===== src/logic/memory_bus_pkg.sv =====
package memory_bus_pkg;

   // Bus data and address widths
   typedef logic [31:0] word_t;
   typedef logic [29:0] word_addr_t;   // Byte address without the two low bits
   typedef logic [31:0] byte_addr_t;
   typedef logic [3:0]  byte_mask_t;   // One write enable per byte lane

   // Access types issued by the core
   typedef enum logic [3:0] {
      LOAD_BYTE,
      LOAD_HALF,
      LOAD_WORD,
      LOAD_BYTE_U,
      LOAD_HALF_U,
      STORE_BYTE,
      STORE_HALF,
      STORE_WORD,
      MEM_NONE
   } mem_inst_type_t;

   // Address map defaults, overridable from the top level
   localparam int         DEFAULT_MEM_ADDR_W = 12;
   localparam word_addr_t DEFAULT_DATA_BASE  = 30'h0;

   // UART window is fixed by the map
   localparam word_addr_t UART_BASE  = 30'h100;
   localparam int         UART_WORDS = 4;

endpackage


===== src/logic/memory_bus_if.sv =====
`timescale 1ns/1ps

interface memory_bus_if
   import memory_bus_pkg::*;
();

   word_addr_t address;
   logic       write_enable;   // Level, sampled at the rising edge
   logic       read;
   byte_mask_t mask_byte;
   word_t      write_data;
   word_t      read_data;      // Valid in the same cycle as the address

   modport master (
      output address,
      output write_enable,
      output read,
      output mask_byte,
      output write_data,
      input  read_data
   );

   modport slave (
      input  address,
      input  write_enable,
      input  read,
      input  mask_byte,
      input  write_data,
      output read_data
   );

endinterface


===== src/logic/uart_port.sv =====
`timescale 1ns/1ps

module uart_port
   import memory_bus_pkg::*;
(
   input  logic        clk,
   input  logic        reset_i,
   memory_bus_if.slave bus,
   output logic [7:0]  uart_data_o,
   output logic        uart_write_o
);

   logic [7:0]  last_byte;
   logic [15:0] write_count;

   // Byte goes out in the same cycle as the accepted write
   assign uart_write_o = bus.write_enable;
   assign uart_data_o  = bus.write_data[7:0];

   always_ff @(posedge clk) begin
      if (reset_i) begin
         last_byte   <= '0;
         write_count <= '0;
      end else if (bus.write_enable) begin
         last_byte   <= bus.write_data[7:0];
         write_count <= write_count + 16'd1;
      end
   end

   // Status readback
   always_comb begin
      bus.read_data = '0;
      if (bus.read) begin
         unique case (bus.address[1:0])
            2'd0:    bus.read_data = {24'h0, last_byte};
            2'd1:    bus.read_data = {16'h0, write_count};
            default: bus.read_data = '0;
         endcase
      end
   end

endmodule


===== src/flat_wrapper.sv =====
// flat-port wrapper written by rule: the top's interface ports become plain ports
module uart_port_flat import memory_bus_pkg::*;
  (clk, reset_i, uart_data_o, uart_write_o, bus_address, bus_write_enable, bus_read, bus_mask_byte, bus_write_data, bus_read_data);
  memory_bus_if bus_i ();
  input  logic clk;
  input  logic reset_i;
  output logic [7:0] uart_data_o;
  output logic uart_write_o;
  input wire logic [$bits(bus_i.address)-1:0] bus_address;
  input wire logic [$bits(bus_i.write_enable)-1:0] bus_write_enable;
  input wire logic [$bits(bus_i.read)-1:0] bus_read;
  input wire logic [$bits(bus_i.mask_byte)-1:0] bus_mask_byte;
  input wire logic [$bits(bus_i.write_data)-1:0] bus_write_data;
  output wire logic [$bits(bus_i.read_data)-1:0] bus_read_data;
  assign bus_i.address = bus_address;
  assign bus_i.write_enable = bus_write_enable;
  assign bus_i.read = bus_read;
  assign bus_i.mask_byte = bus_mask_byte;
  assign bus_i.write_data = bus_write_data;
  assign bus_read_data = bus_i.read_data;
  uart_port u_core (.clk(clk), .reset_i(reset_i), .bus(bus_i), .uart_data_o(uart_data_o), .uart_write_o(uart_write_o));
endmodule

===== config.mk =====
export PLATFORM = sky130hd
export DESIGN_NAME = uart_port_flat
export DESIGN_NICKNAME = d
export VERILOG_FILES = /design/src/logic/memory_bus_pkg.sv /design/src/logic/memory_bus_if.sv /design/src/logic/uart_port.sv /design/src/flat_wrapper.sv
export SDC_FILE = /design/constraint.sdc
export NUM_CORES = 1
export LEC_CHECK = 0
export BUFFER_PORTS_ARGS = -buffer_cell sky130_fd_sc_hd__buf_2
export CELL_PAD_IN_SITES_DETAIL_PLACEMENT = 0
export CELL_PAD_IN_SITES_GLOBAL_PLACEMENT = 1
export CORE_UTILIZATION = 26
export CTS_CLUSTER_SIZE = 24
export DETAILED_ROUTE_END_ITERATION = 10
export PLACE_DENSITY = 0.85
export SLEW_MARGIN = 20
export SYNTH_ARGS = -nofsm -noshare
export SYNTH_HDL_FRONTEND = slang
export SYNTH_SLANG_ARGS = --single-unit

===== constraint.sdc =====
create_clock -name clk -period 1.8 [get_ports clk]
set_input_delay 0 -clock clk [delete_from_list [all_inputs] [get_ports clk]]
set_output_delay 0 -clock clk [all_outputs]
set_load 0.01 [all_outputs]

# [Word level (Yosys, flattened, before mapping)]
# Index checks and enable logic that the tools add are counted.
[word_totals] output_inout_bits=41 in_bits=70 wordCells=7 mem_bits_ro=0 mem_bits_rw=0 register_bits=24 n_memories=0 latch_bits=0
[op_classes] eq_ne=1 n_div=0 bitwise_logic=0 n_reduce_logical=1 mul=0 order_cmp=0 n_addsub=1 muxes=2 shifts=0
[op_table] operator="$mux W32" n=1
[op_table] operator="$pmux W16 S2" n=1
[op_table] operator="$add A16 B1 Y16 const B" n=1
[op_table] operator="$eq A2 B1 Y1 const B" n=1
[op_table] operator="$logic_not A2 Y1" n=1

# [Longest topological paths before layout]
[logic_depth] word_depth=3 mapped_depth=5

# [Worst setup path after synthesis]
# OpenSTA, ideal clock, no wires.
[synth_path] path_kind="register -> register" start="register u_core.write_count[0]" end="register u_core.write_count[12]" arrival_ps=1445 stages_incl_launch_ff=6 setup_slack_ps=227 setup_ps=128 cell_sequence="dfxtp_1 ha_1 inv_1 or4_4 xnor2_1 nor2b_1"
[synth_between] elab_chain_cells=1
[synth_rtl] element="start, declared" line="uart_port.sv:14" source="logic [15:0] write_count;"
[synth_rtl] element="start signal, assigned" line="uart_port.sv:26" source="write_count <= write_count + 16'd1;"
[synth_rtl] element="$add A16 B1 Y16" line="uart_port.sv:26"
# No other way between the ends.
# A chain may end at the register's enable or synchronous reset.

# [Worst setup path after layout]
[layout_path] start="register u_core.write_count[1]" end="register u_core.write_count[12]"
# Same word-level chain as after synthesis.

==> results.py <==
metrics = {
    "setup_path": {
        "critPathCaptureType": "flip-flop",
        "start_kind": "flip-flop",
        "criticalPathCategory": "flip-flop to flip-flop",
        "crit_arrival_ps": 1700,
        "crit_fanout": 5,
        "required_ps": 1940,
    },
    "detailed_routing": {
        "wl_met2_um": 1401,
        "dr.pass1.iters": 4,
        "num_vias": 1141,
        "final_antenna_net_count": 0,
        "wl_met1_um": 1324,
        "dr.first_iter.drc_count": 30,
        "wl_met3_um": 126,
        "drcViolationCount": 0,
        "viasPerCell": 4.242,
        "finalWirelength_um": 2887,
        "wire_per_inst_um": 10.73,
        "highest_layer": "met4",
    },
    "synthesis": {
        "ys.flop_type": "dfxtp_1",
        "synth.cell_area_um2": 1396,
        "ys_seq_area_share_pct": 34.41,
        "yosys_warnings": 0,
        "syn_inst": 165,
        "async_flop_share_pct": 0,
        "synth.distinct_cells": 28,
        "synth.avg_cell_area_um2": 8.463,
        "ys_ff_latch": 24,
        "synth_edf_count": 0,
    },
    "clock_network": {
        "numCtsBuffers": 3,
        "clock-sinks": 24,
        "cts_max_path_buffers": 2,
        "post_cts_resized": 0,
        "cts_root_buf": "clkbuf_8",
        "cts_tree": "built",
        "clk_latency_ps": 260,
        "hold_buffers": 6,
        "post_cts_buffers": 0,
        "path_clk_slew_ps": 90,
        "ctsHtreeMaxLevel": 1,
    },
    "placed_design": {
        "portBuffers": 38,
        "routabilityCongestion": 0.7786,
        "dp_hpwl_um": 2100,
    },
    "power": {
        "power_frac_comb_pct": 12.2,
        "power_mw": 1.165,
        "powerDensity_nw_per_um2": 696.8,
        "internal-power_mw": 0.9027,
        "pwr-share-clk_pct": 40.0,
        "vdd_drop_max_uv": 234.7,
        "swShare_pct": 22.51,
        "p_leak_nw": 0.8129,
        "p_sw_mw": 0.2622,
        "p_seq_share_pct": 47.7,
    },
    "floorplan": {
        "die_area_um2": 5668,
        "pin_count": 111,
        "core_area_um2": 5140,
        "die_w_um": 75.29,
        "die_height_um": 75.29,
        "initial_core_util_pct": 27.17,
        "row_count": 26,
    },
    "hold_path": {
        "worst_hold_path_type": "input port to flip-flop",
    },
    "timing": {
        "hold_viol_final": 0,
        "setup_violations": 0,
        "finalCriticalPeriod_ps": 1560,
        "rsz0062_at_grt": "no",
        "timing.final.crit_share_pct": 86.67,
        "setup_tns_ps": 0,
        "slew_violations": 0,
        "skew_ps": 4.243,
        "fmax_mhz": 641.0,
    },
    "job": {
        "maxCapViolCount": 0,
    },
    "finish": {
        "drive_gt1_share_pct": 26.13,
        "nets": 271,
        "diodes": 0,
        "area_growth_pct": 19.71,
        "fillCellCount": 566,
    },
    "global_route": {
        "grtUsageTotal_pct": 10.79,
        "grt_antenna_before_repair": 0,
        "grt_pass1_vias": 1030,
        "grt-ovfl-total": 0,
        "grt_pass1_wl_um": 4574,
        "grt_max_degree": 29,
    },
    "status": {
        "outcome": "completed",
    },
}
-- power groups by stage --
stage | logic, mW | clock network (mW) | registers, mW
2_1_floorplan | 0.127 | 0 | 0.567
3_3_place_gp | 0.132 | 0 | 0.568
3_5_place_dp | 0.134 | 0 | 0.569
4_1_cts | 0.144 | 0.479 | 0.556
5_1_grt | 0.162 | 0.500 | 0.558
6_report | 0.143 | 0.466 | 0.556
-- layout make-up --
type	instances	area, um2	area share [%]
flip-flops and latches	24	480.5	28.74
repair buffers	48	280.3	16.77
inverters	1	3.754	0.2246
well taps	70	87.58	5.240
multi-input cells	122	748.2	44.76
clock buffers	3	41.29	2.470
clock inverters	1	30.03	1.796
-- stage by stage --
stage	std cells	util (%)	hold slack [ps]	worst slack [ps]	instance area, um2
CTS	269	32.52	6.346	220.2	1672
floorplan	180	-	91.77	227.1	1453
global placement	259	29.97	201.6	249.3	1540
finish	269	32.52	2.338	239.9	1672
global route	269	32.52	17.46	148.1	1672
detailed placement	259	29.97	201.2	238.2	1540
-- routing by layer --
layer	GRT usage, %	vias to the layer above
li1	-	579
met1	12.94	534
met2	19.05	26
met3	1.473	2
met4	4.938	0
met5	0	-
-- synthesized netlist by cell type (2+ instances only) --
cell type / instances / share of area (%)
mux2i_1: 17 / 12
mux2_2: 3 / 2.4
nand2b_1: 2 / 0.90
buf_4: 25 / 13
nand4_1: 5 / 2.2
and3_1: 9 / 4.0
nor2b_1: 5 / 2.2
clkbuf_1: 4 / 1.1
nor2_1: 31 / 8.3
and4_1: 2 / 1.3
xnor2_1: 4 / 2.5
xor2_1: 6 / 3.8
nand2_1: 5 / 1.3
nand3_1: 5 / 1.8
nor3_1: 3 / 1.1
buf_2: 2 / 0.72
a21oi_1: 2 / 0.72
dfxtp_1: 24 / 34
buf_1: 2 / 0.54
-- layout by cell type, fill, tap and decap left out, types with 2 or more instances in the layout --
cell type and n:
xnor2_1 4, xor2_1 6, mux2i_1 17, conb_1 16
buf_2 38, buf_4 4, nand3_1 5, nor2b_1 5
nand2b_1 2, a21oi_1 2, mux2_2 3, nand2_1 5
nor2_1 31, and3_1 9, dlygate4sd3_1 6, nand4_1 5
and4_1 2, dfxtp_1 24, nor3_1 3, clkbuf_8 3
-- sequential cells by signal (all words and copies together), names as in the netlist --
register / count
u_core.write_count: 16
u_core.last_byte: 8
-- logic make-up after synthesis --
| logic type | Yosys count | share of synthesized area [%] |
|---|---|---|
| flops | 24 | 34.41 |
| other cells | 1 | 0.2686 |
| simple gates | 71 | 25.81 |
| buf+inv | 34 | 16.04 |
| compound gates | 4 | 1.702 |
| fa+ha+maj | 1 | 0.8959 |
| mux | 20 | 14.61 |
| xor+xnor | 10 | 6.272 |
-- critical path, cell delays in order, from the launching register on --
cell and delay, ps:
dfxtp_1 420, ha_1 200, inv_1 50, or4_4 520, xnor2_1 130, nor2b_1 120
-- worst paths after layout --
path	from	end	slack [ps]	cells past startpoint
setup reg to reg	u_core.write_count[1]	u_core.write_count[12]	240	5
hold / removal	bus_write_data[6]	u_core.last_byte[6]	2	3
setup / recovery	u_core.write_count[1]	u_core.write_count[12]	240	5
hold reg to reg	u_core.last_byte[3]	u_core.last_byte[3]	500	2
No activity file was read; power rests on OpenSTA's default activity.
