==> src/logic/memory_bus_pkg.sv <==
package memory_bus_pkg;

   // Bus data and address widths
   typedef logic [31:0] word_t;
   typedef logic [29:0] word_addr_t;   // Byte address without the two low bits
   typedef logic [31:0] byte_addr_t;
   typedef logic [3:0]  byte_mask_t;   // One write enable per byte lane

   // Access types issued by the core
   typedef enum logic [3:0] {
      LOAD_BYTE,
      LOAD_HALF,
      LOAD_WORD,
      LOAD_BYTE_U,
      LOAD_HALF_U,
      STORE_BYTE,
      STORE_HALF,
      STORE_WORD,
      MEM_NONE
   } mem_inst_type_t;

   // Address map defaults, overridable from the top level
   localparam int         DEFAULT_MEM_ADDR_W = 12;
   localparam word_addr_t DEFAULT_DATA_BASE  = 30'h0;

   // UART window is fixed by the map
   localparam word_addr_t UART_BASE  = 30'h100;
   localparam int         UART_WORDS = 4;

endpackage

==> src/logic/memory_bus_if.sv <==
`timescale 1ns/1ps

interface memory_bus_if
   import memory_bus_pkg::*;
();

   word_addr_t address;
   logic       write_enable;   // Level, sampled at the rising edge
   logic       read;
   byte_mask_t mask_byte;
   word_t      write_data;
   word_t      read_data;      // Valid in the same cycle as the address

   modport master (
      output address,
      output write_enable,
      output read,
      output mask_byte,
      output write_data,
      input  read_data
   );

   modport slave (
      input  address,
      input  write_enable,
      input  read,
      input  mask_byte,
      input  write_data,
      output read_data
   );

endinterface

==> src/logic/load_store_unit.sv <==
`timescale 1ns/1ps

module load_store_unit
   import memory_bus_pkg::*;
(
   input  mem_inst_type_t inst_type_i,
   input  byte_addr_t     address_i,
   input  word_t          write_data_i,
   output word_t          read_data_o,
   output logic           exception_o,
   memory_bus_if.master   bus
);

   logic [1:0] offset;
   logic       is_load;
   logic       is_store;
   logic       is_half;
   logic       is_word;
   logic       is_unsigned;
   logic       misaligned;
   byte_mask_t base_mask;
   word_t      lane_data;

   assign offset = address_i[1:0];

   // Access type decode
   always_comb begin
      is_load     = 1'b0;
      is_store    = 1'b0;
      is_half     = 1'b0;
      is_word     = 1'b0;
      is_unsigned = 1'b0;
      unique case (inst_type_i)
         LOAD_BYTE:   is_load = 1'b1;
         LOAD_BYTE_U: begin
            is_load     = 1'b1;
            is_unsigned = 1'b1;
         end
         LOAD_HALF: begin
            is_load = 1'b1;
            is_half = 1'b1;
         end
         LOAD_HALF_U: begin
            is_load     = 1'b1;
            is_half     = 1'b1;
            is_unsigned = 1'b1;
         end
         LOAD_WORD: begin
            is_load = 1'b1;
            is_word = 1'b1;
         end
         STORE_BYTE:  is_store = 1'b1;
         STORE_HALF: begin
            is_store = 1'b1;
            is_half  = 1'b1;
         end
         STORE_WORD: begin
            is_store = 1'b1;
            is_word  = 1'b1;
         end
         default: ;   // MEM_NONE
      endcase
   end

   assign misaligned  = (is_half && offset[0]) || (is_word && (offset != 2'd0));
   assign exception_o = misaligned;

   assign base_mask = is_word ? 4'b1111 : (is_half ? 4'b0011 : 4'b0001);

   // No strobe at all on a misaligned access
   assign bus.address      = address_i[31:2];
   assign bus.read         = is_load && !misaligned;
   assign bus.write_enable = is_store && !misaligned;
   assign bus.mask_byte    = (is_load || is_store) && !misaligned ? base_mask << offset : '0;
   assign bus.write_data   = write_data_i << {offset, 3'b000};

   // Addressed lane moved down to bit 0
   assign lane_data = bus.read_data >> {offset, 3'b000};

   always_comb begin
      if (!bus.read) begin
         read_data_o = '0;
      end else if (is_word) begin
         read_data_o = lane_data;
      end else if (is_half) begin
         read_data_o = is_unsigned ? {16'h0, lane_data[15:0]}
                                   : {{16{lane_data[15]}}, lane_data[15:0]};
      end else begin
         read_data_o = is_unsigned ? {24'h0, lane_data[7:0]}
                                   : {{24{lane_data[7]}}, lane_data[7:0]};
      end
   end

endmodule

==> src/flat_wrapper.sv <==
// flat-port wrapper written by rule: the top's interface ports become plain ports
module load_store_unit_flat import memory_bus_pkg::*;
  (inst_type_i, address_i, write_data_i, read_data_o, exception_o, bus_address, bus_write_enable, bus_read, bus_mask_byte, bus_write_data, bus_read_data);
  memory_bus_if bus_i ();
  input  mem_inst_type_t inst_type_i;
  input  byte_addr_t address_i;
  input  word_t write_data_i;
  output word_t read_data_o;
  output logic exception_o;
  output wire logic [$bits(bus_i.address)-1:0] bus_address;
  output wire logic [$bits(bus_i.write_enable)-1:0] bus_write_enable;
  output wire logic [$bits(bus_i.read)-1:0] bus_read;
  output wire logic [$bits(bus_i.mask_byte)-1:0] bus_mask_byte;
  output wire logic [$bits(bus_i.write_data)-1:0] bus_write_data;
  input wire logic [$bits(bus_i.read_data)-1:0] bus_read_data;
  assign bus_address = bus_i.address;
  assign bus_write_enable = bus_i.write_enable;
  assign bus_read = bus_i.read;
  assign bus_mask_byte = bus_i.mask_byte;
  assign bus_write_data = bus_i.write_data;
  assign bus_i.read_data = bus_read_data;
  load_store_unit u_core (.inst_type_i(inst_type_i), .address_i(address_i), .write_data_i(write_data_i), .read_data_o(read_data_o), .exception_o(exception_o), .bus(bus_i));
endmodule
==> config.mk <==
export PLATFORM = sky130hd
export DESIGN_NAME = load_store_unit_flat
export DESIGN_NICKNAME = d
export VERILOG_FILES = /design/src/logic/memory_bus_pkg.sv /design/src/logic/memory_bus_if.sv /design/src/logic/load_store_unit.sv /design/src/flat_wrapper.sv
export SDC_FILE = /design/constraint.sdc
export NUM_CORES = 1
export LEC_CHECK = 0
export BUFFER_PORTS_ARGS = -buffer_cell sky130_fd_sc_hd__buf_4
export CORE_AREA = 2 2 78 80
export DETAILED_ROUTE_END_ITERATION = 8
export DIE_AREA = 0 0 80 82
export PLACE_DENSITY = 0.78
export SYNTH_ARGS = -nofsm -noshare
export SYNTH_HDL_FRONTEND = slang
export SYNTH_SLANG_ARGS = --single-unit
==> constraint.sdc <==
create_clock -name vclk -period 1.43
set_clock_uncertainty 0.15 [all_clocks]
set_input_delay 0.0715 -clock vclk [all_inputs]
set_output_delay 0.0715 -clock vclk [all_outputs]
set_load 0.02 [all_outputs]
; ---- Word-level counts from Yosys, hierarchy flattened
; Cells that the tools add are included.
[word_totals]
register_bits = 0
latchBits = 0
ram_bits = 0
romBits = 0
in_bits = 100
output_inout_bits = 101
word_cells = 38
n_memories = 0
[classes]
n_addsub = 0
mul = 0
div_mod_pow = 0
n_lt_le_gt_ge = 0
n_eq_ne = 7
n_shift = 3
mux = 13
n_bitwise = 0
reduce_logical = 15
[op_table]
columns = cell, n
row1 = 32-bit two-way mux, 5
row2 = 32-bit by 5-bit left shift with 32-bit output, 1
row3 = 32-bit by 5-bit >> shifter with 32-bit output, 1
row4 = 4-bit by 3-bit == test with 1-bit output (second input constant), 4
row5 = 4-bit by 2-bit == test with 1-bit output (second input constant), 2
row6 = 4-bit two-way mux, 2
row7 = 3-bit OR reduction, 2
row8 = 1-bit logical AND, 5
row9 = 1-bit two-way mux, 5
row10 = 5-bit OR reduction, 1
row11 = 4-bit by 1-bit == test with 1-bit output (second input constant), 1
row12 = 4-bit logical NOT, 1
row13 = 2-bit OR reduction, 2
row14 = 4-bit by 2-bit left shift with 4-bit output, 1
row15 = 1-bit logical OR, 2
row16 = 2-bit two-way mux, 1
row17 = 2-bit nonzero test, 1
row18 = 1-bit logical NOT, 1

; ---- Depth between registers and ports, before layout
[logic_depth]
word_depth = 8
ltp_mapped = 7
mapped_depth_nobuf = 4

; ---- Worst setup path before layout
; Ideal clock, no wire load.
[synth_timing]
path_kind = input-to-output
startpoint = input address_i[0]
endpoint = output read_data_o[17]
arrival_ns = 1.758
required_time_ns = 1.209
slack_ns = -0.550
path_stages = 6
path_cell_list = buf_2 -> maj3_2 -> o22ai_1 -> nand2_1 -> buf_2 -> nor4_1
[synth_between]
elab_chain_len = 6
word_cells_on_any_way = 12
classes_between = 1 x shift / 5 x mux / 6 x reduce/logical
[synth_lines]
columns = item, line
row1 = start: declaration, flat_wrapper.sv:6  ; input byte_addr_t address_i;
row2 = branches (longest 5 deep; another with 32-bit by 5-bit >> shifter with 32-bit output), n/a
row3 = 32-bit two-way mux (*), load_store_unit.sv:81  ; if (!bus.read) begin
row4 = end: declaration, flat_wrapper.sv:8  ; output word_t read_data_o;
; Mark *: on every way between the ends.

; ---- Final worst setup path
[layout_timing]
startpoint = input inst_type_i[0]
endpoint = output read_data_o[23]
[layout_between]
elab_chain_len = 8
word_cells_on_any_way = 25
classes_between = 6 x eq/ne / 9 x mux / 10 x reduce/logical
[layout_lines]
columns = item, line
row1 = start: declaration, flat_wrapper.sv:5  ; input mem_inst_type_t inst_type_i;
row2 = branches (longest 7 deep; another with 32-bit two-way mux), n/a
row3 = 32-bit two-way mux (*), load_store_unit.sv:81
; Marked as above.

==> metrics.txt <==
status finished with violations; failing checks setup timing; # diodes 0; I/O pins 201; clock buffers 0; Cells after Synth 269; Synth Area per Inst 6.73 sq um; total of max-cap violations 0; DIE AREA 6560 sq um; Yosys warning count 0; Hold EP bus_write_data[7]; maximum vdd drop 0.000304 V; Util after Layout 75.9%; critical path peak fanout 5; critical path launch point type primary input; Pwr per Cell Area 423 nW/um^2; Register Area 0 sq um; die height 82 um; largest net degree at the start of global routing 33; count of different cell masters after synthesis 34; CP arrival 1.50 ns; maximum clock frequency 580 MHz; dpl cells 478; total congestion overflow 0; Overall Global Routing Usage 25.1%; Placed Area 3590 sq um; Routed wire per std cell 18.2 um; first-pass GRT wire length 13200 um; Setup Crit Path Kind in2out; Tcrit/Tclk final 121%; fin. max-slew vios 0; post-synthesis cell area 1810 sq um; final hold vios 0; hold path depth 3; layout cells sized above 1 63.7%; Seq/Total Area, Yosys 0%; Residual DRC 0; dpl ws -0.311 ns; post-detailed-route via-to-cell ratio 5.41; CORE AREA 5750 sq um; Post-Syn Nets 369; DPL Wire Length 6100 um; final net count 546; setup ws final -0.294 ns; Starting DRT DRC Count 78; combinational fraction of design power 100.0%; Rel. slew slack 68.8%; DR vias 2807; min Tclk post-route 1.72 ns; Post-Layout Cell Count 519; Worst Setup End Kind output port; Flop pwr share 0%; Initial Util 31.5%; FILL cells 375; Clk pwr share 0%; initial antenna violation count 0; RSZ-0062 raised after global routing true; Finished Cell Area 4360 sq um; drt pass-1 iters 4; vias in the first global route 2690; num sequential 0; row cnt 28; Die Width 80 um; sw power 927 uW; port bufs 141; final setup violation count 35; Int Pwr 919 uW; Worst Tran Pin Value 0.465 ns; Synth-to-Final Area Change 141%; GP Congestion 0.814; DRT antenna net count 0; leakage 1.91 nW; Sw Ratio 50.2%; CP required 1.21 ns; min-delay src write_data_i[7]; final wirelength 9460 um; Hold WC Path Type in2out
synth_stat cells:
| library cell | count | area share [%] |
|---|---|---|
| a211o_1 | 1 | 0.48 |
| a211oi_1 | 29 | 12 |
| a21boi_4 | 1 | 1.0 |
| a21oi_1 | 17 | 4.7 |
| a21oi_2 | 1 | 0.48 |
| a2bb2oi_1 | 1 | 0.48 |
| and2_1 | 8 | 2.8 |
| and3_1 | 1 | 0.35 |
| and3b_1 | 1 | 0.48 |
| buf_1 | 5 | 1.0 |
| buf_2 | 13 | 3.6 |
| buf_4 | 31 | 13 |
| buf_6 | 3 | 1.9 |
| clkbuf_1 | 9 | 1.9 |
| inv_1 | 1 | 0.21 |
| inv_2 | 2 | 0.41 |
| maj3_2 | 1 | 0.62 |
| mux2i_1 | 34 | 19 |
| nand2_1 | 9 | 1.9 |
| nand3_1 | 2 | 0.55 |
| nor2_1 | 34 | 7.0 |
| nor2b_1 | 17 | 5.9 |
| nor3_1 | 11 | 3.0 |
| nor3b_1 | 2 | 0.83 |
| nor4_1 | 4 | 1.4 |
| nor4_2 | 12 | 8.3 |
| o211ai_1 | 2 | 0.83 |
| o21ai_1 | 9 | 2.5 |
| o21ai_2 | 1 | 0.48 |
| o22ai_1 | 1 | 0.35 |
| o2bb2ai_1 | 1 | 0.48 |
| o32ai_1 | 1 | 0.48 |
| xnor2_1 | 1 | 0.48 |
| xor2_1 | 3 | 1.5 |
power by group through the flow:
| stage | clock [mW] | sequential (mW) | combinational [mW] |
|---|---|---|---|
| 3_3_place_gp | 0 | 0 | 1.47 |
| 4_1_cts | 0 | 0 | 1.75 |
| 3_5_place_dp | 0 | 0 | 1.50 |
| 2_1_floorplan | 0 | 0 | 0.982 |
| 5_1_grt | 0 | 0 | 1.93 |
| 6_report | 0 | 0 | 1.85 |
layout make-up:
type / instances / area, sq um / share of cell area (%)
repair buffers: 236 / 2270 / 52.0
inverters: 3 / 11.3 / 0.258
well taps: 75 / 93.8 / 2.15
multi-input cells: 205 / 1990 / 45.6
worst max-delay path by stage:
stage / cells past startpoint / end / slack [ns] / start
floorplan: 6 / read_data_o[27] / -0.21 / inst_type_i[2]
global placement: 7 / read_data_o[30] / -0.27 / inst_type_i[2]
detailed placement: 7 / read_data_o[23] / -0.31 / inst_type_i[2]
CTS: 7 / read_data_o[23] / -0.25 / inst_type_i[2]
global route: 8 / read_data_o[19] / -0.33 / inst_type_i[0]
finish: 8 / read_data_o[23] / -0.29 / inst_type_i[0]
routing by layer:
layer / global-route usage, % / part of all wire [%] / up-vias
li1: - / - / 1284
met1: 27.4 / 37 / 1337
met2: 50.7 / 54 / 167
met3: 2.20 / 6.9 / 19
met4: 7.29 / 2.2 / 0
met5: 0 / 0 / -
cell families (layout without fill, tap and decap cells):
group,after synthesis,after routing,share of synthesized area (%)
compound gates,65,65,24.3
xor+xnor,4,4,1.94
fa+ha+maj,1,1,0.622
buf+inv,64,239,21.8
mux,34,34,18.8
simple gates,101,101,32.5
worst max-delay path, cell delays in order:
cell,delay [ns]
buf_8,0.11
xnor2_2,0.15
a211o_1,0.35
a21boi_4,0.18
buf_12,0.17
buf_12,0.13
nor4_4,0.14
buf_4,0.19
cells in the final DEF (no fill, tap or decap), types with 9 or more instances in the layout:
master	count
mux2i_1	28
nor4_4	16
buf_4	158
buf_6	24
a21oi_2	9
nor2b_1	16
buf_12	15
a211oi_1	12
a211oi_2	10
nor2_1	32
dlygate4sd3_1	30
per-stage QoR:
stage                     power [mW]  TNS, ns  hold slack (ns)
after detailed placement        1.50    -8.57         -0.00686
after floorplan                0.982    -5.65           0.0386
final                           1.85    -7.91            0.321
after global placement          1.47    -7.67         -0.00686
after CTS                       1.75    -6.62            0.323
after global routing            1.93    -8.89            0.330
repair_timing:
action                     in CTS  in global routing
pin swaps                      12                  7
setup endpoints to repair      47                 55
hold endpoints to repair       30                  0
resized for setup              37                 27
cloned                          4                  2
hold buffers                   30                  0
buffers inserted                3                  2
Note: power is estimated with default switching activity, not from simulation.
