<file path="src/logic/memory_bus_pkg.sv">
package memory_bus_pkg;

   // Bus data and address widths
   typedef logic [31:0] word_t;
   typedef logic [29:0] word_addr_t;   // Byte address without the two low bits
   typedef logic [31:0] byte_addr_t;
   typedef logic [3:0]  byte_mask_t;   // One write enable per byte lane

   // Access types issued by the core
   typedef enum logic [3:0] {
      LOAD_BYTE,
      LOAD_HALF,
      LOAD_WORD,
      LOAD_BYTE_U,
      LOAD_HALF_U,
      STORE_BYTE,
      STORE_HALF,
      STORE_WORD,
      MEM_NONE
   } mem_inst_type_t;

   // Address map defaults, overridable from the top level
   localparam int         DEFAULT_MEM_ADDR_W = 12;
   localparam word_addr_t DEFAULT_DATA_BASE  = 30'h0;

   // UART window is fixed by the map
   localparam word_addr_t UART_BASE  = 30'h100;
   localparam int         UART_WORDS = 4;

endpackage

</file>
<file path="src/logic/memory_bus_if.sv">
`timescale 1ns/1ps

interface memory_bus_if
   import memory_bus_pkg::*;
();

   word_addr_t address;
   logic       write_enable;   // Level, sampled at the rising edge
   logic       read;
   byte_mask_t mask_byte;
   word_t      write_data;
   word_t      read_data;      // Valid in the same cycle as the address

   modport master (
      output address,
      output write_enable,
      output read,
      output mask_byte,
      output write_data,
      input  read_data
   );

   modport slave (
      input  address,
      input  write_enable,
      input  read,
      input  mask_byte,
      input  write_data,
      output read_data
   );

endinterface

</file>
<file path="src/logic/bus_control.sv">
`timescale 1ns/1ps

module bus_control
   import memory_bus_pkg::*;
#(
   parameter int         MEM_ADDR_W = DEFAULT_MEM_ADDR_W,
   parameter word_addr_t DATA_BASE  = DEFAULT_DATA_BASE
) (
   input  logic        clk,   // Sampling clock for bound checks
   input  logic        reset_i,

   input  logic        probe_mem_i,
   input  word_addr_t  probe_address_i,
   input  logic        probe_mem_read_i,
   input  logic        probe_mem_write_i,
   input  byte_mask_t  probe_mask_byte_i,
   input  word_t       probe_write_data_i,
   output word_t       probe_read_data_o,

   memory_bus_if.slave  cpu,
   memory_bus_if.master mem,
   memory_bus_if.master uart,

   output logic        invalid_address_o
);

   localparam int MEM_WORDS = 2**MEM_ADDR_W;

   localparam logic [30:0] MEM_LO  = 31'(DATA_BASE);
   localparam logic [30:0] MEM_HI  = 31'(DATA_BASE) + 31'(MEM_WORDS);
   localparam logic [30:0] UART_LO = 31'(UART_BASE);
   localparam logic [30:0] UART_HI = 31'(UART_BASE) + 31'(UART_WORDS);

   word_addr_t  active_address;
   logic        active_write;
   logic        active_read;
   byte_mask_t  active_mask;
   word_t       active_data;
   logic [30:0] wide_address;
   logic        mem_in_range;
   logic        uart_hit;
   logic        mem_hit;
   word_t       slave_result;

   // Master select, probe has priority
   assign active_address = probe_mem_i ? probe_address_i    : cpu.address;
   assign active_write   = probe_mem_i ? probe_mem_write_i  : cpu.write_enable;
   assign active_read    = probe_mem_i ? probe_mem_read_i   : cpu.read;
   assign active_mask    = probe_mem_i ? probe_mask_byte_i  : cpu.mask_byte;
   assign active_data    = probe_mem_i ? probe_write_data_i : cpu.write_data;

   // Window decode; one extra bit keeps the upper bounds from wrapping
   assign wide_address = {1'b0, active_address};
   assign mem_in_range = (wide_address >= MEM_LO) && (wide_address < MEM_HI);
   assign uart_hit     = (wide_address >= UART_LO) && (wide_address < UART_HI);
   assign mem_hit      = mem_in_range && !uart_hit;   // UART overrides an overlapping RAM window

   assign invalid_address_o = (active_read || active_write) && !mem_hit && !uart_hit;

   // Data memory side
   assign mem.address      = active_address - DATA_BASE;
   assign mem.write_enable = active_write && mem_hit && !reset_i;
   assign mem.read         = active_read && mem_hit;
   assign mem.mask_byte    = active_mask;
   assign mem.write_data   = active_data;

   // UART side
   assign uart.address      = active_address - UART_BASE;
   assign uart.write_enable = active_write && uart_hit && !reset_i;
   assign uart.read         = active_read && uart_hit;
   assign uart.mask_byte    = active_mask;
   assign uart.write_data   = active_data;

   always_comb begin
      if (mem_hit) begin
         slave_result = mem.read_data;
      end else if (uart_hit) begin
         slave_result = uart.read_data;
      end else begin
         slave_result = '0;   // Invalid address reads as zero
      end
   end

   // Idle master sees zero
   assign probe_read_data_o = probe_mem_i ? slave_result : '0;
   assign cpu.read_data     = probe_mem_i ? '0 : slave_result;

endmodule

</file>
<file path="src/flat_wrapper.sv">
// flat-port wrapper written by rule: the top's interface ports become plain ports
module bus_control_flat import memory_bus_pkg::*;
#(
   parameter int         MEM_ADDR_W = DEFAULT_MEM_ADDR_W,
   parameter word_addr_t DATA_BASE  = DEFAULT_DATA_BASE
)
  (clk, reset_i, probe_mem_i, probe_address_i, probe_mem_read_i, probe_mem_write_i, probe_mask_byte_i, probe_write_data_i, probe_read_data_o, invalid_address_o, cpu_address, cpu_write_enable, cpu_read, cpu_mask_byte, cpu_write_data, cpu_read_data, mem_address, mem_write_enable, mem_read, mem_mask_byte, mem_write_data, mem_read_data, uart_address, uart_write_enable, uart_read, uart_mask_byte, uart_write_data, uart_read_data);
  memory_bus_if cpu_i ();
  memory_bus_if mem_i ();
  memory_bus_if uart_i ();
  input  logic clk;
  input  logic reset_i;
  input  logic probe_mem_i;
  input  word_addr_t probe_address_i;
  input  logic probe_mem_read_i;
  input  logic probe_mem_write_i;
  input  byte_mask_t probe_mask_byte_i;
  input  word_t probe_write_data_i;
  output word_t probe_read_data_o;
  output logic invalid_address_o;
  input wire logic [$bits(cpu_i.address)-1:0] cpu_address;
  input wire logic [$bits(cpu_i.write_enable)-1:0] cpu_write_enable;
  input wire logic [$bits(cpu_i.read)-1:0] cpu_read;
  input wire logic [$bits(cpu_i.mask_byte)-1:0] cpu_mask_byte;
  input wire logic [$bits(cpu_i.write_data)-1:0] cpu_write_data;
  output wire logic [$bits(cpu_i.read_data)-1:0] cpu_read_data;
  output wire logic [$bits(mem_i.address)-1:0] mem_address;
  output wire logic [$bits(mem_i.write_enable)-1:0] mem_write_enable;
  output wire logic [$bits(mem_i.read)-1:0] mem_read;
  output wire logic [$bits(mem_i.mask_byte)-1:0] mem_mask_byte;
  output wire logic [$bits(mem_i.write_data)-1:0] mem_write_data;
  input wire logic [$bits(mem_i.read_data)-1:0] mem_read_data;
  output wire logic [$bits(uart_i.address)-1:0] uart_address;
  output wire logic [$bits(uart_i.write_enable)-1:0] uart_write_enable;
  output wire logic [$bits(uart_i.read)-1:0] uart_read;
  output wire logic [$bits(uart_i.mask_byte)-1:0] uart_mask_byte;
  output wire logic [$bits(uart_i.write_data)-1:0] uart_write_data;
  input wire logic [$bits(uart_i.read_data)-1:0] uart_read_data;
  assign cpu_i.address = cpu_address;
  assign cpu_i.write_enable = cpu_write_enable;
  assign cpu_i.read = cpu_read;
  assign cpu_i.mask_byte = cpu_mask_byte;
  assign cpu_i.write_data = cpu_write_data;
  assign cpu_read_data = cpu_i.read_data;
  assign mem_address = mem_i.address;
  assign mem_write_enable = mem_i.write_enable;
  assign mem_read = mem_i.read;
  assign mem_mask_byte = mem_i.mask_byte;
  assign mem_write_data = mem_i.write_data;
  assign mem_i.read_data = mem_read_data;
  assign uart_address = uart_i.address;
  assign uart_write_enable = uart_i.write_enable;
  assign uart_read = uart_i.read;
  assign uart_mask_byte = uart_i.mask_byte;
  assign uart_write_data = uart_i.write_data;
  assign uart_i.read_data = uart_read_data;
  bus_control #(.MEM_ADDR_W(MEM_ADDR_W), .DATA_BASE(DATA_BASE)) u_core (.clk(clk), .reset_i(reset_i), .probe_mem_i(probe_mem_i), .probe_address_i(probe_address_i), .probe_mem_read_i(probe_mem_read_i), .probe_mem_write_i(probe_mem_write_i), .probe_mask_byte_i(probe_mask_byte_i), .probe_write_data_i(probe_write_data_i), .probe_read_data_o(probe_read_data_o), .cpu(cpu_i), .mem(mem_i), .uart(uart_i), .invalid_address_o(invalid_address_o));
endmodule
</file>
<file path="config.mk">
export PLATFORM = sky130hd
export DESIGN_NAME = bus_control_flat
export DESIGN_NICKNAME = d
export VERILOG_FILES = /design/src/logic/memory_bus_pkg.sv /design/src/logic/memory_bus_if.sv /design/src/logic/bus_control.sv /design/src/flat_wrapper.sv
export SDC_FILE = /design/constraint.sdc
export NUM_CORES = 1
export LEC_CHECK = 0
export BUFFER_PORTS_ARGS = -buffer_cell sky130_fd_sc_hd__buf_4
export CAP_MARGIN = 10
export CELL_PAD_IN_SITES_DETAIL_PLACEMENT = 1
export CELL_PAD_IN_SITES_GLOBAL_PLACEMENT = 2
export CORE_ASPECT_RATIO = 0.6
export CORE_UTILIZATION = 16
export DETAILED_ROUTE_END_ITERATION = 10
export PLACE_DENSITY = 0.93
export SLEW_MARGIN = 0
export SYNTH_ARGS = -nofsm -noshare
export SYNTH_HDL_FRONTEND = slang
export SYNTH_SLANG_ARGS = --single-unit
export TNS_END_PERCENT = 50
</file>
<file path="constraint.sdc">
create_clock -name vclk -period 7.5
set_input_delay 0.75 -clock vclk [all_inputs]
set_output_delay 0.75 -clock vclk [all_outputs]
set_load 0.01 [all_outputs]
</file>
* After elaboration in Yosys (flattened, before gate mapping)
Index checks and enable logic that the tools add are counted.
** Storage, ports and cells
- Register bits after elaboration :: 0
- Bits of input ports :: 203
- Output and inout bits :: 201
- Logic and storage cells :: 29
** Cells by class
- Add/subtract/negate cells :: 1
- Order comparisons :: 4
- Muxes and demuxes :: 9
- Reduce and logical (&&, ||, !) cells :: 15
** Operators by type and width (count)
- 32-bit two-way mux :: 5
- 30-bit by 1-bit greater-or-equal comparator with 1-bit output (second input constant) :: 1
- 30-bit by 9-bit greater-or-equal comparator with 1-bit output (second input constant) :: 1
- 30-bit by 13-bit < comparator with 1-bit output (second input constant) :: 1
- 30-bit by 9-bit < comparator with 1-bit output (second input constant) :: 1
- 30-bit two-way mux :: 1
- 30-bit by 9-bit subtractor with 30-bit output (second input constant) :: 1
- 1-bit logical AND :: 11
- 4-bit two-way mux :: 1
- 1-bit zero test :: 3
- 1-bit two-way mux :: 2
- 1-bit logical OR :: 1

* Longest topological paths before layout
Gate-level depths: netlist of run 1.
- Depth after elaboration :: 8
- Mapped depth :: 15
- Mapped depth without buffers :: 7

* Least setup slack after synthesis of run 1
OpenSTA, ideal clock, no wires.
- Path kind :: input -> output
- Start point :: in probe_mem_i
- End point :: out uart_read
- Arrival :: 3.627 ns
- Data required time :: 6.750 ns
- Slack :: 3.123 ns
- Stages :: 14
- Buffers on the path :: 8
- Path through :: buf_4 > buf_6 > buf_2 > buf_2 > buf_2 > buf_2 > mux2i_1 > inv_1 > ha_1 > a21bo_2 > nand4_1 > buf_4 > buf_6 > nor3_1
** Between the ends
- Cells in the longest elaborated chain, start to end :: 4
- Elaborated cells on any way between the ends :: 6
- Those cells by class :: 2 x order compare; 2 x mux; 2 x reduce/logical
** Ends and longest elaborated chain
- from (decl) :: RTL line flat_wrapper.sv:13 : input logic probe_mem_i;
- 30-bit two-way mux (*) :: RTL line bus_control.sv:46 : assign active_address = probe_mem_i ? probe_address_i : cpu.address;
- named net mem_address[8] :: RTL line flat_wrapper.sv:27 : output wire logic [$bits(mem_i.address)-1:0] mem_address;
- 30-bit by 9-bit greater-or-equal comparator with 1-bit output or 30-bit by 9-bit < comparator with 1-bit output (tied branches) :: RTL line bus_control.sv:55 : assign uart_hit = (wide_address >= UART_LO) && (wide_address < UART_HI);
- 1-bit logical AND (*) :: RTL line bus_control.sv:55
- 1-bit logical AND (*) :: RTL line bus_control.sv:70 : assign uart.read = active_read && uart_hit;
- to (decl) :: RTL line flat_wrapper.sv:35 : output wire logic [$bits(uart_i.read)-1:0] uart_read;
The timed path passes the listed nets; every way through them passes the cells marked *.

* Worst setup path after layout of run 1
- Start point :: in probe_mem_i
- End point :: out probe_read_data_o[6]
** Between the ends
- Cells in the longest elaborated chain, start to end :: 7
- Elaborated cells on any way between the ends :: 12
- Those cells by class :: 4 x order compare; 4 x mux; 4 x reduce/logical
** Ends and longest elaborated chain
- 30-bit two-way mux :: RTL line bus_control.sv:46
- 30-bit by 9-bit greater-or-equal comparator with 1-bit output or 30-bit by 9-bit < comparator with 1-bit output (tied branches) :: RTL line bus_control.sv:55
- 1-bit logical AND :: RTL line bus_control.sv:55
- 1-bit zero test :: RTL line bus_control.sv:56 : assign mem_hit = mem_in_range && !uart_hit;
- 1-bit logical AND :: RTL line bus_control.sv:56
- 32-bit two-way mux :: RTL line bus_control.sv:75 : if (mem_hit) begin
- 32-bit two-way mux (*) :: RTL line bus_control.sv:85 : assign probe_read_data_o = probe_mem_i ? slave_result : '0;
- to (decl) :: RTL line flat_wrapper.sv:19 : output word_t probe_read_data_o;
Every way passes the cells marked *; elsewhere a longest branch is shown, timed or not.

==> summary.txt, run 1 <==
Job
  – Max_cap viols: 0

Synth
  – Cell Area, Synth: around 3300 um2
  – Synth top area share: 0.217
  – Unique masters post-synth: 52
  – Post-synthesis sequential area ratio: 0
  – Dominant cell type by area after synthesis: mux2i_1
  – Syn_area_per_cell: roughly 7.2 um2
  – Syn Nets: ~670
  – Syn Inst Count: roughly 460
  – Top post-synthesis cells by area: mux2i_1 22%, mux2_2 19%, nand2_1 12%
  – Synth warn: 0

STA
  – Fin crit share: 0.629
  – Final Setup Violations: 0
  – RSZ-0062 raised after global routing: no
  – Final max-slew violation count: 0
  – Hold slack: between 1.5 and 2 ns
  – Min Tclk post-route: roughly 4.7 ns
  – Worst-margin pin slew: 0.884 ns
  – Worst rel slew slack: 0.411
  – Setup TNS Final: 0 ns
  – Hold Vio Cnt, Final: 0
  – Max Freq: between 0.2 and 0.25 GHz
  – Slack of the critical path: about 2.8 ns

Cells and area
  – Area growth syn-to-layout: 87.6%
  – Clock buffers: 0
  – Number of sequential cells: 0
  – N_diodes: 0
  – Register area: 0 um2
  – Final Net Count: around 1000
  – Filler cells: about 2500
  – Design area: about 6200 um2
  – Ratio of cells with drive above 1 in the final layout: 0.608
  – Layout Cells excl Fill: 1067

GRT
  – Congestion Overflow GR: 0
  – Vias in the first global route: about 4600
  – First-pass GRT wire length: ~27 mm
  – Largest net degree at the start of global routing: 65
  – Initial antenna violation count: 0
  – Gr usage total: 0.158

Outcome
  – Status: finished clean

Placement
  – Port buffer count: between 400 and 500
  – HPWL after DPL: around 16 mm
  – Worst slack at placement: approximately 2.8 ns
  – Placed instance area: around 6200 um2
  – Gp weighted congestion: approximately 0.85
  – Dpl cells: 1067

Drt
  – Detailed-route wire length: about 18 mm
  – Remaining DRCs: 0
  – Final ANT Viol Nets: 0
  – DR vias: roughly 4600
  – Number of vias per cell: roughly 4.3
  – DR WL/cell: about 17 um
  – TritonRoute pass-1 iters: 4
  – Starting DRT DRC Count: between 100 and 150

Critical path
  – Crit start category: input pin
  – Endpoint class of the critical path: primary output
  – Required time worst endpoint: ~6.8 ns
  – Max Fanout on Critical Path: 64
  – WP data arrival: 3.96 ns
  – Setup CP Type: input pin to primary output
  – Worst Setup EP: probe_read_data_o[6]
  – CP startpoint: probe_mem_i

Pwr
  – Internal power: ~180 uW
  – Leak: about 3.3 nW
  – Gate power share: 1.000
  – NetSw: 137 uW
  – Clock power share: 0
  – Switching part of the total: 0.436
  – Part of the power in registers: 0
  – Peak VDD IR: around 24 uV
  – PwrDens: approximately 50 nW/um2

Floorplan
  – Initial Util: 0.165
  – Core box area: 20200 um2
  – Chip width: 188 um
  – DIE AREA: ~21000 um2
  – Row count: 40
  – Chip Height: approximately 110 um
  – # IOs: 404

Clock network
  – CTS resizes: 0
  – Hold buffers post-CTS: 0
  – Postcts setup bufs: 0

Hold path
  – Hold Path Depth: 3
  – Worst Hold Class: input pin to primary output
power by group through the flow:
| stage | sequential (mW) | combinational [mW] | clock [mW] |
|---|---|---|---|
| global route | 0 | 0.335 | 0 |
| floorplan | 0 | 0.139 | 0 |
| global placement | 0 | 0.313 | 0 |
| CTS | 0 | 0.318 | 0 |
| detailed placement | 0 | 0.316 | 0 |
| finish | 0 | 0.314 | 0 |
cells in the mapped netlist (all sizes together), types with 2 or more instances:
cell type  count
o2111ai        3
and2           2
o32ai          2
and3           2
nor2           8
or2            4
mux2          57
o21ai          6
clkbuf         9
xor2           4
ha             2
nand3         33
nor3          14
mux2i         75
or3            3
xnor2         15
or3b           2
nand2        105
o211ai         3
nor4b          3
nand2b         2
inv           12
buf           69
nor3b          8
nor4           7
cell families after synthesis:
kind of cell	share of synthesized area
multiplexers	0.424
AND/OR/NAND/NOR	0.297
AO/OA/AOI/OAI	0.0504
XOR/XNOR	0.0500
adder cells (fa/ha/maj)	0.00752
buffers and inverters	0.171
final cells by class:
type / instances / area, um2 / area share
Multi-Input combinational cell: 372 / 2780 / 0.445
Tap cell: 273 / 342 / 0.0547
Timing Repair Buffer: 410 / 3080 / 0.493
Inverter: 12 / 45.0 / 0.00721
worst max-delay path, stage by stage:
cell,delay (ns)
buf_4,0.44
buf_4,0.66
nor4b_2,0.55
o2111ai_1,0.25
nor3_4,0.15
buf_4,0.54
nand3_1,0.16
mux2i_1,0.18
buf_4,0.15
layout by cell type (no fill, tap or decap), types with 3 or more instances in the layout:
| cell | instances |
|---|---|
| mux2_2 | 56 |
| o2111ai_1 | 3 |
| nor4_2 | 3 |
| xor2_1 | 4 |
| nand2_1 | 105 |
| or3_1 | 3 |
| nor2_1 | 8 |
| buf_4 | 410 |
| nor3_1 | 12 |
| nor4_1 | 3 |
| mux2i_1 | 72 |
| nor3b_1 | 6 |
| inv_1 | 12 |
| o21ai_0 | 4 |
| xnor2_1 | 15 |
| nand3_1 | 33 |
layer usage:
metal | share of wire | vias to the layer above | GRT usage
li1 | - | 2238 | -
met4 | 0 | 0 | 0.000542
met5 | 0 | - | 0
met1 | 0.46 | 2192 | 0.216
met2 | 0.48 | 161 | 0.282
met3 | 0.059 | 0 | 0.0200
through the flow:
| step | utilization | total power [mW] |
|---|---|---|
| after floorplan | - | 0.139 |
| after global placement | 0.310 | 0.313 |
| after detailed placement | 0.310 | 0.316 |
| after CTS | 0.310 | 0.318 |
| after global routing | 0.310 | 0.335 |
| final | 0.310 | 0.314 |
how the worst min path moves through the flow:
stage | slack [ns] | endpoint | from
CTS | 1.83 | uart_write_data[23] | probe_write_data_i[23]
global placement | 1.82 | mem_write_data[3] | cpu_write_data[3]
finish | 1.83 | uart_write_data[22] | cpu_write_data[22]
detailed placement | 1.83 | mem_write_data[2] | cpu_write_data[2]
global route | 1.84 | mem_write_data[2] | cpu_write_data[2]
floorplan | 1.61 | uart_address[8] | cpu_address[8]
No activity file was read; power rests on OpenSTA's default activity.
==> run 2, diff against run 1 <==
Settings changed: ABC_AREA set to 1, CORE_UTILIZATION 16 to 12, PLACE_DENSITY 0.93 to 0.85.
Clock period 7.5 ns to 4.9 ns, I/O delays scaled along.
==> summary.txt, run 2 <==
Outcome
  – Status: complete, but fails checks (was finished clean)
  – Failing checks: DRC

Cells and area
  – Number of sequential cells: 0 (unchanged)
  – Final Net Count: 1104 (was 1001)
  – Clock buffers: 0 (unchanged)
  – Area growth syn-to-layout: 97.9% (was 87.6%)
  – Commonest non-fill, non-tap cell in the layout: buf_4 (unchanged)
  – Most frequent cells in the layout: 411 x buf_4, 202 x nand2_1, 64 x a21oi_1 (was 410 x buf_4, 105 x nand2_1, 72 x mux2i_1)
  – Layout Cells excl Fill: 1219 (was 1067)
  – Final Util: 0.244 (was 0.310)
  – N_diodes: 0 (unchanged)
  – Design area: 5960 um2 (was 6240 um2)
  – Ratio of cells with drive above 1 in the final layout: 0.528 (was 0.608)
  – Register area: 0 um2 (unchanged)

Synth
  – Unique masters post-synth: 33 (was 52)
  – Synth top area share: 0.253 (was 0.217)
  – Dominant cell type by area after synthesis: nand2_1 (was mux2i_1)
  – Syn Inst Count: 564 (was 462)
  – Syn_area_per_cell: 5.34 um2 (was 7.20 um2)
  – Post-synth top cells: 203 x nand2_1, 64 x a21oi_1, 50 x inv_1 (was 105 x nand2_1, 72 x mux2i_1, 56 x mux2_2)
  – Most frequent cell after synthesis: nand2_1 (unchanged)
  – Post-synthesis sequential area ratio: 0 (unchanged)
  – Cell Area, Synth: 3010 um2 (was 3330 um2)
  – Top post-synthesis cells by area: nand2_1 25%, buf_4 12%, nand3_2 11% (was mux2i_1 22%, mux2_2 19%, nand2_1 12%)
  – Syn Nets: 769 (was 667)
  – Synth warn: 0 (unchanged)

Placement
  – Dpl cells: 1219 (was 1067)
  – Gp weighted congestion: 0.842 (was 0.845)
  – Port buffer count: 403 (unchanged)
  – HPWL after DPL: 17.7 mm (was 15.8 mm)
  – Placed instance area: 5960 um2 (was 6240 um2)

STA
  – Worst-margin pin slew: 0.597 ns (was 0.884 ns)
  – Setup TNS Final: 0 ns (unchanged)
  – Max Freq: around 0.26 GHz
  – Final Setup Violations: 0 (unchanged)
  – Final max-slew violation count: 0 (unchanged)
  – RSZ-0062 raised after global routing: no (unchanged)
  – Min Tclk post-route: ~3.9 ns
  – Worst rel slew slack: 0.602 (was 0.411)
  – Hold Vio Cnt, Final: 0 (unchanged)
  – Fin crit share: 0.792
  – Hold slack: 1.28 ns (was 1.83 ns)

Drt
  – DR vias: 4924 (was 4591)
  – Detailed-route wire length: 20.6 mm (was 18.4 mm)
  – Starting DRT DRC Count: 227 (was 147)
  – TritonRoute pass-1 iters: 7 (was 4)
  – DR WL/cell: 16.9 um (was 17.3 um)
  – Remaining DRCs: 26 (was 0)
  – Final ANT Viol Nets: 0 (unchanged)
  – Number of vias per cell: 4.04 (was 4.30)

Critical path
  – CP startpoint: probe_mem_i (unchanged)
  – Slowest-stage cell, CP: nor2_8 (was buf_4)
  – Endpoint class of the critical path: primary output (unchanged)
  – CP Cell Sequence: buf_4, inv_6, buf_4, nand2_1, nand2_1, nand2_2, nor2_2, nand3_2, nor2_8, buf_4, nand3_2, a21oi_1, buf_4 (was buf_4, buf_4, nor4b_2, o2111ai_1, nor3_4, buf_4, nand3_1, mux2i_1, buf_4)
  – Levels on crit path: 13 (was 9)
  – Worst path buffer plus inverter count: 5 (was 4)
  – Required time worst endpoint: 4.41 ns (was 6.75 ns)
  – Setup CP Type: input pin to primary output (unchanged)
  – Cell family with most CP delay: simple AND/OR/NAND/NOR gates (was buffers and inverters)
  – CP max stage delay: 0.50 ns (was 0.66 ns)
  – Max Fanout on Critical Path: 46 (was 64)
  – Crit start category: input pin (unchanged)
  – WP data arrival: 3.39 ns (was 3.96 ns)
  – Worst Setup EP: probe_read_data_o[26] (was probe_read_data_o[6])
  – Crit-path most repeated cell: buf_4 (unchanged)

Pwr
  – Leak: 3.20 nW (was 3.28 nW)
  – PwrDens: 84.6 nW/um2 (was 50.3 nW/um2)
  – Peak VDD IR: 30.1 uV (was 23.8 uV)

Floorplan
  – Core box area: 24400 um2 (was 20200 um2)
  – DIE AREA: 25700 um2 (was 21400 um2)
  – Row count: 44 (was 40)
  – Chip Height: 125 um (was 114 um)
  – # IOs: 404 (unchanged)
  – Chip width: 206 um (was 188 um)
  – Initial Util: 0.123 (was 0.165)

Job
  – Max_cap viols: 0 (unchanged)

Clock network
  – Hold buffers post-CTS: 0 (unchanged)
  – Postcts setup bufs: 0 (unchanged)
  – CTS resizes: 0 (unchanged)

GRT
  – Gr usage total: 0.148 (was 0.158)
  – Initial antenna violation count: 0 (unchanged)
  – Vias in the first global route: 5024 (was 4602)
  – Congestion Overflow GR: 0 (unchanged)
  – First-pass GRT wire length: 29.8 mm (was 27.2 mm)
  – Largest net degree at the start of global routing: 72 (was 65)

Hold path
  – Worst Hold Class: input pin to primary output (unchanged)
-- run 2: cell count changes in the layout (fill, tap and decap cells not counted), moves of 5 or more --
cell and delta:
nor3b_1 -6, nand3_2 +34, nand2_1 +97, xor2_1 +14, xnor2_1 -13, nor2_1 +15
mux2_2 -56, a21oi_1 +63, nor3_1 -7, mux2i_1 -71, nand3_1 +8, nor2_4 +5
inv_1 +38, nand2_2 +11
-- run 2: power by group --
part	switching, mW	internal, mW	total (mW)
Combinational	0.255	0.249	0.504
Sequential	0	0	0
Clock	0	0	0
-- run 2: layout make-up --
| cell class | count | area (um2) |
|---|---|---|
| fillers | 3164 | 18400 |
| repair buffers | 412 | 3110 |
| multi-input cells | 433 | 2250 |
| well taps | 322 | 403 |
| inverters | 52 | 200 |
-- run 2: layer usage --
metal / routed length [um] / vias up / global-route usage
met5: 0 / - / 0
met4: 145 / 0 / 0.00995
met1: 9240 / 2291 / 0.196
met3: 1480 / 6 / 0.0186
met2: 9760 / 210 / 0.262
li1: - / 2417 / -
-- run 2: worst min path at each step --
stage | startpoint | end | cells past startpoint
finish | cpu_write_data[28] | mem_write_data[28] | 4
global route | cpu_write_data[4] | uart_write_data[4] | 4
CTS | cpu_write_data[28] | mem_write_data[28] | 4
detailed placement | cpu_write_data[28] | mem_write_data[28] | 4
global placement | cpu_write_data[28] | mem_write_data[28] | 4
floorplan | cpu_address[8] | uart_address[8] | 1
-- run 2: tightest hold or removal path: cells and delay by family --
kind	cells	cell delay, ns
buf+inv	2	0.20
simple gates	2	0.11
-- run 2: cells by family (layout without fill, tap and decap cells) --
kind of cell / after synthesis / count (layout) / synth area share
muxes: 1 / 1 / 0.00333
AOI/OAI and AO/OA: 76 / 76 / 0.131
xor gates and xnor gates: 20 / 20 / 0.0582
buffers and inverters: 131 / 464 / 0.254
and+or+nand+nor: 334 / 334 / 0.545
adders and majority gates: 2 / 2 / 0.00831
-- run 2: per-stage QoR --
stage | power [mW] | setup WS (ns)
global placement | 0.507 | 0.999
finish | 0.504 | 1.02
global route | 0.546 | 0.732
CTS | 0.513 | 0.972
floorplan | 0.227 | 2.02
detailed placement | 0.511 | 0.971
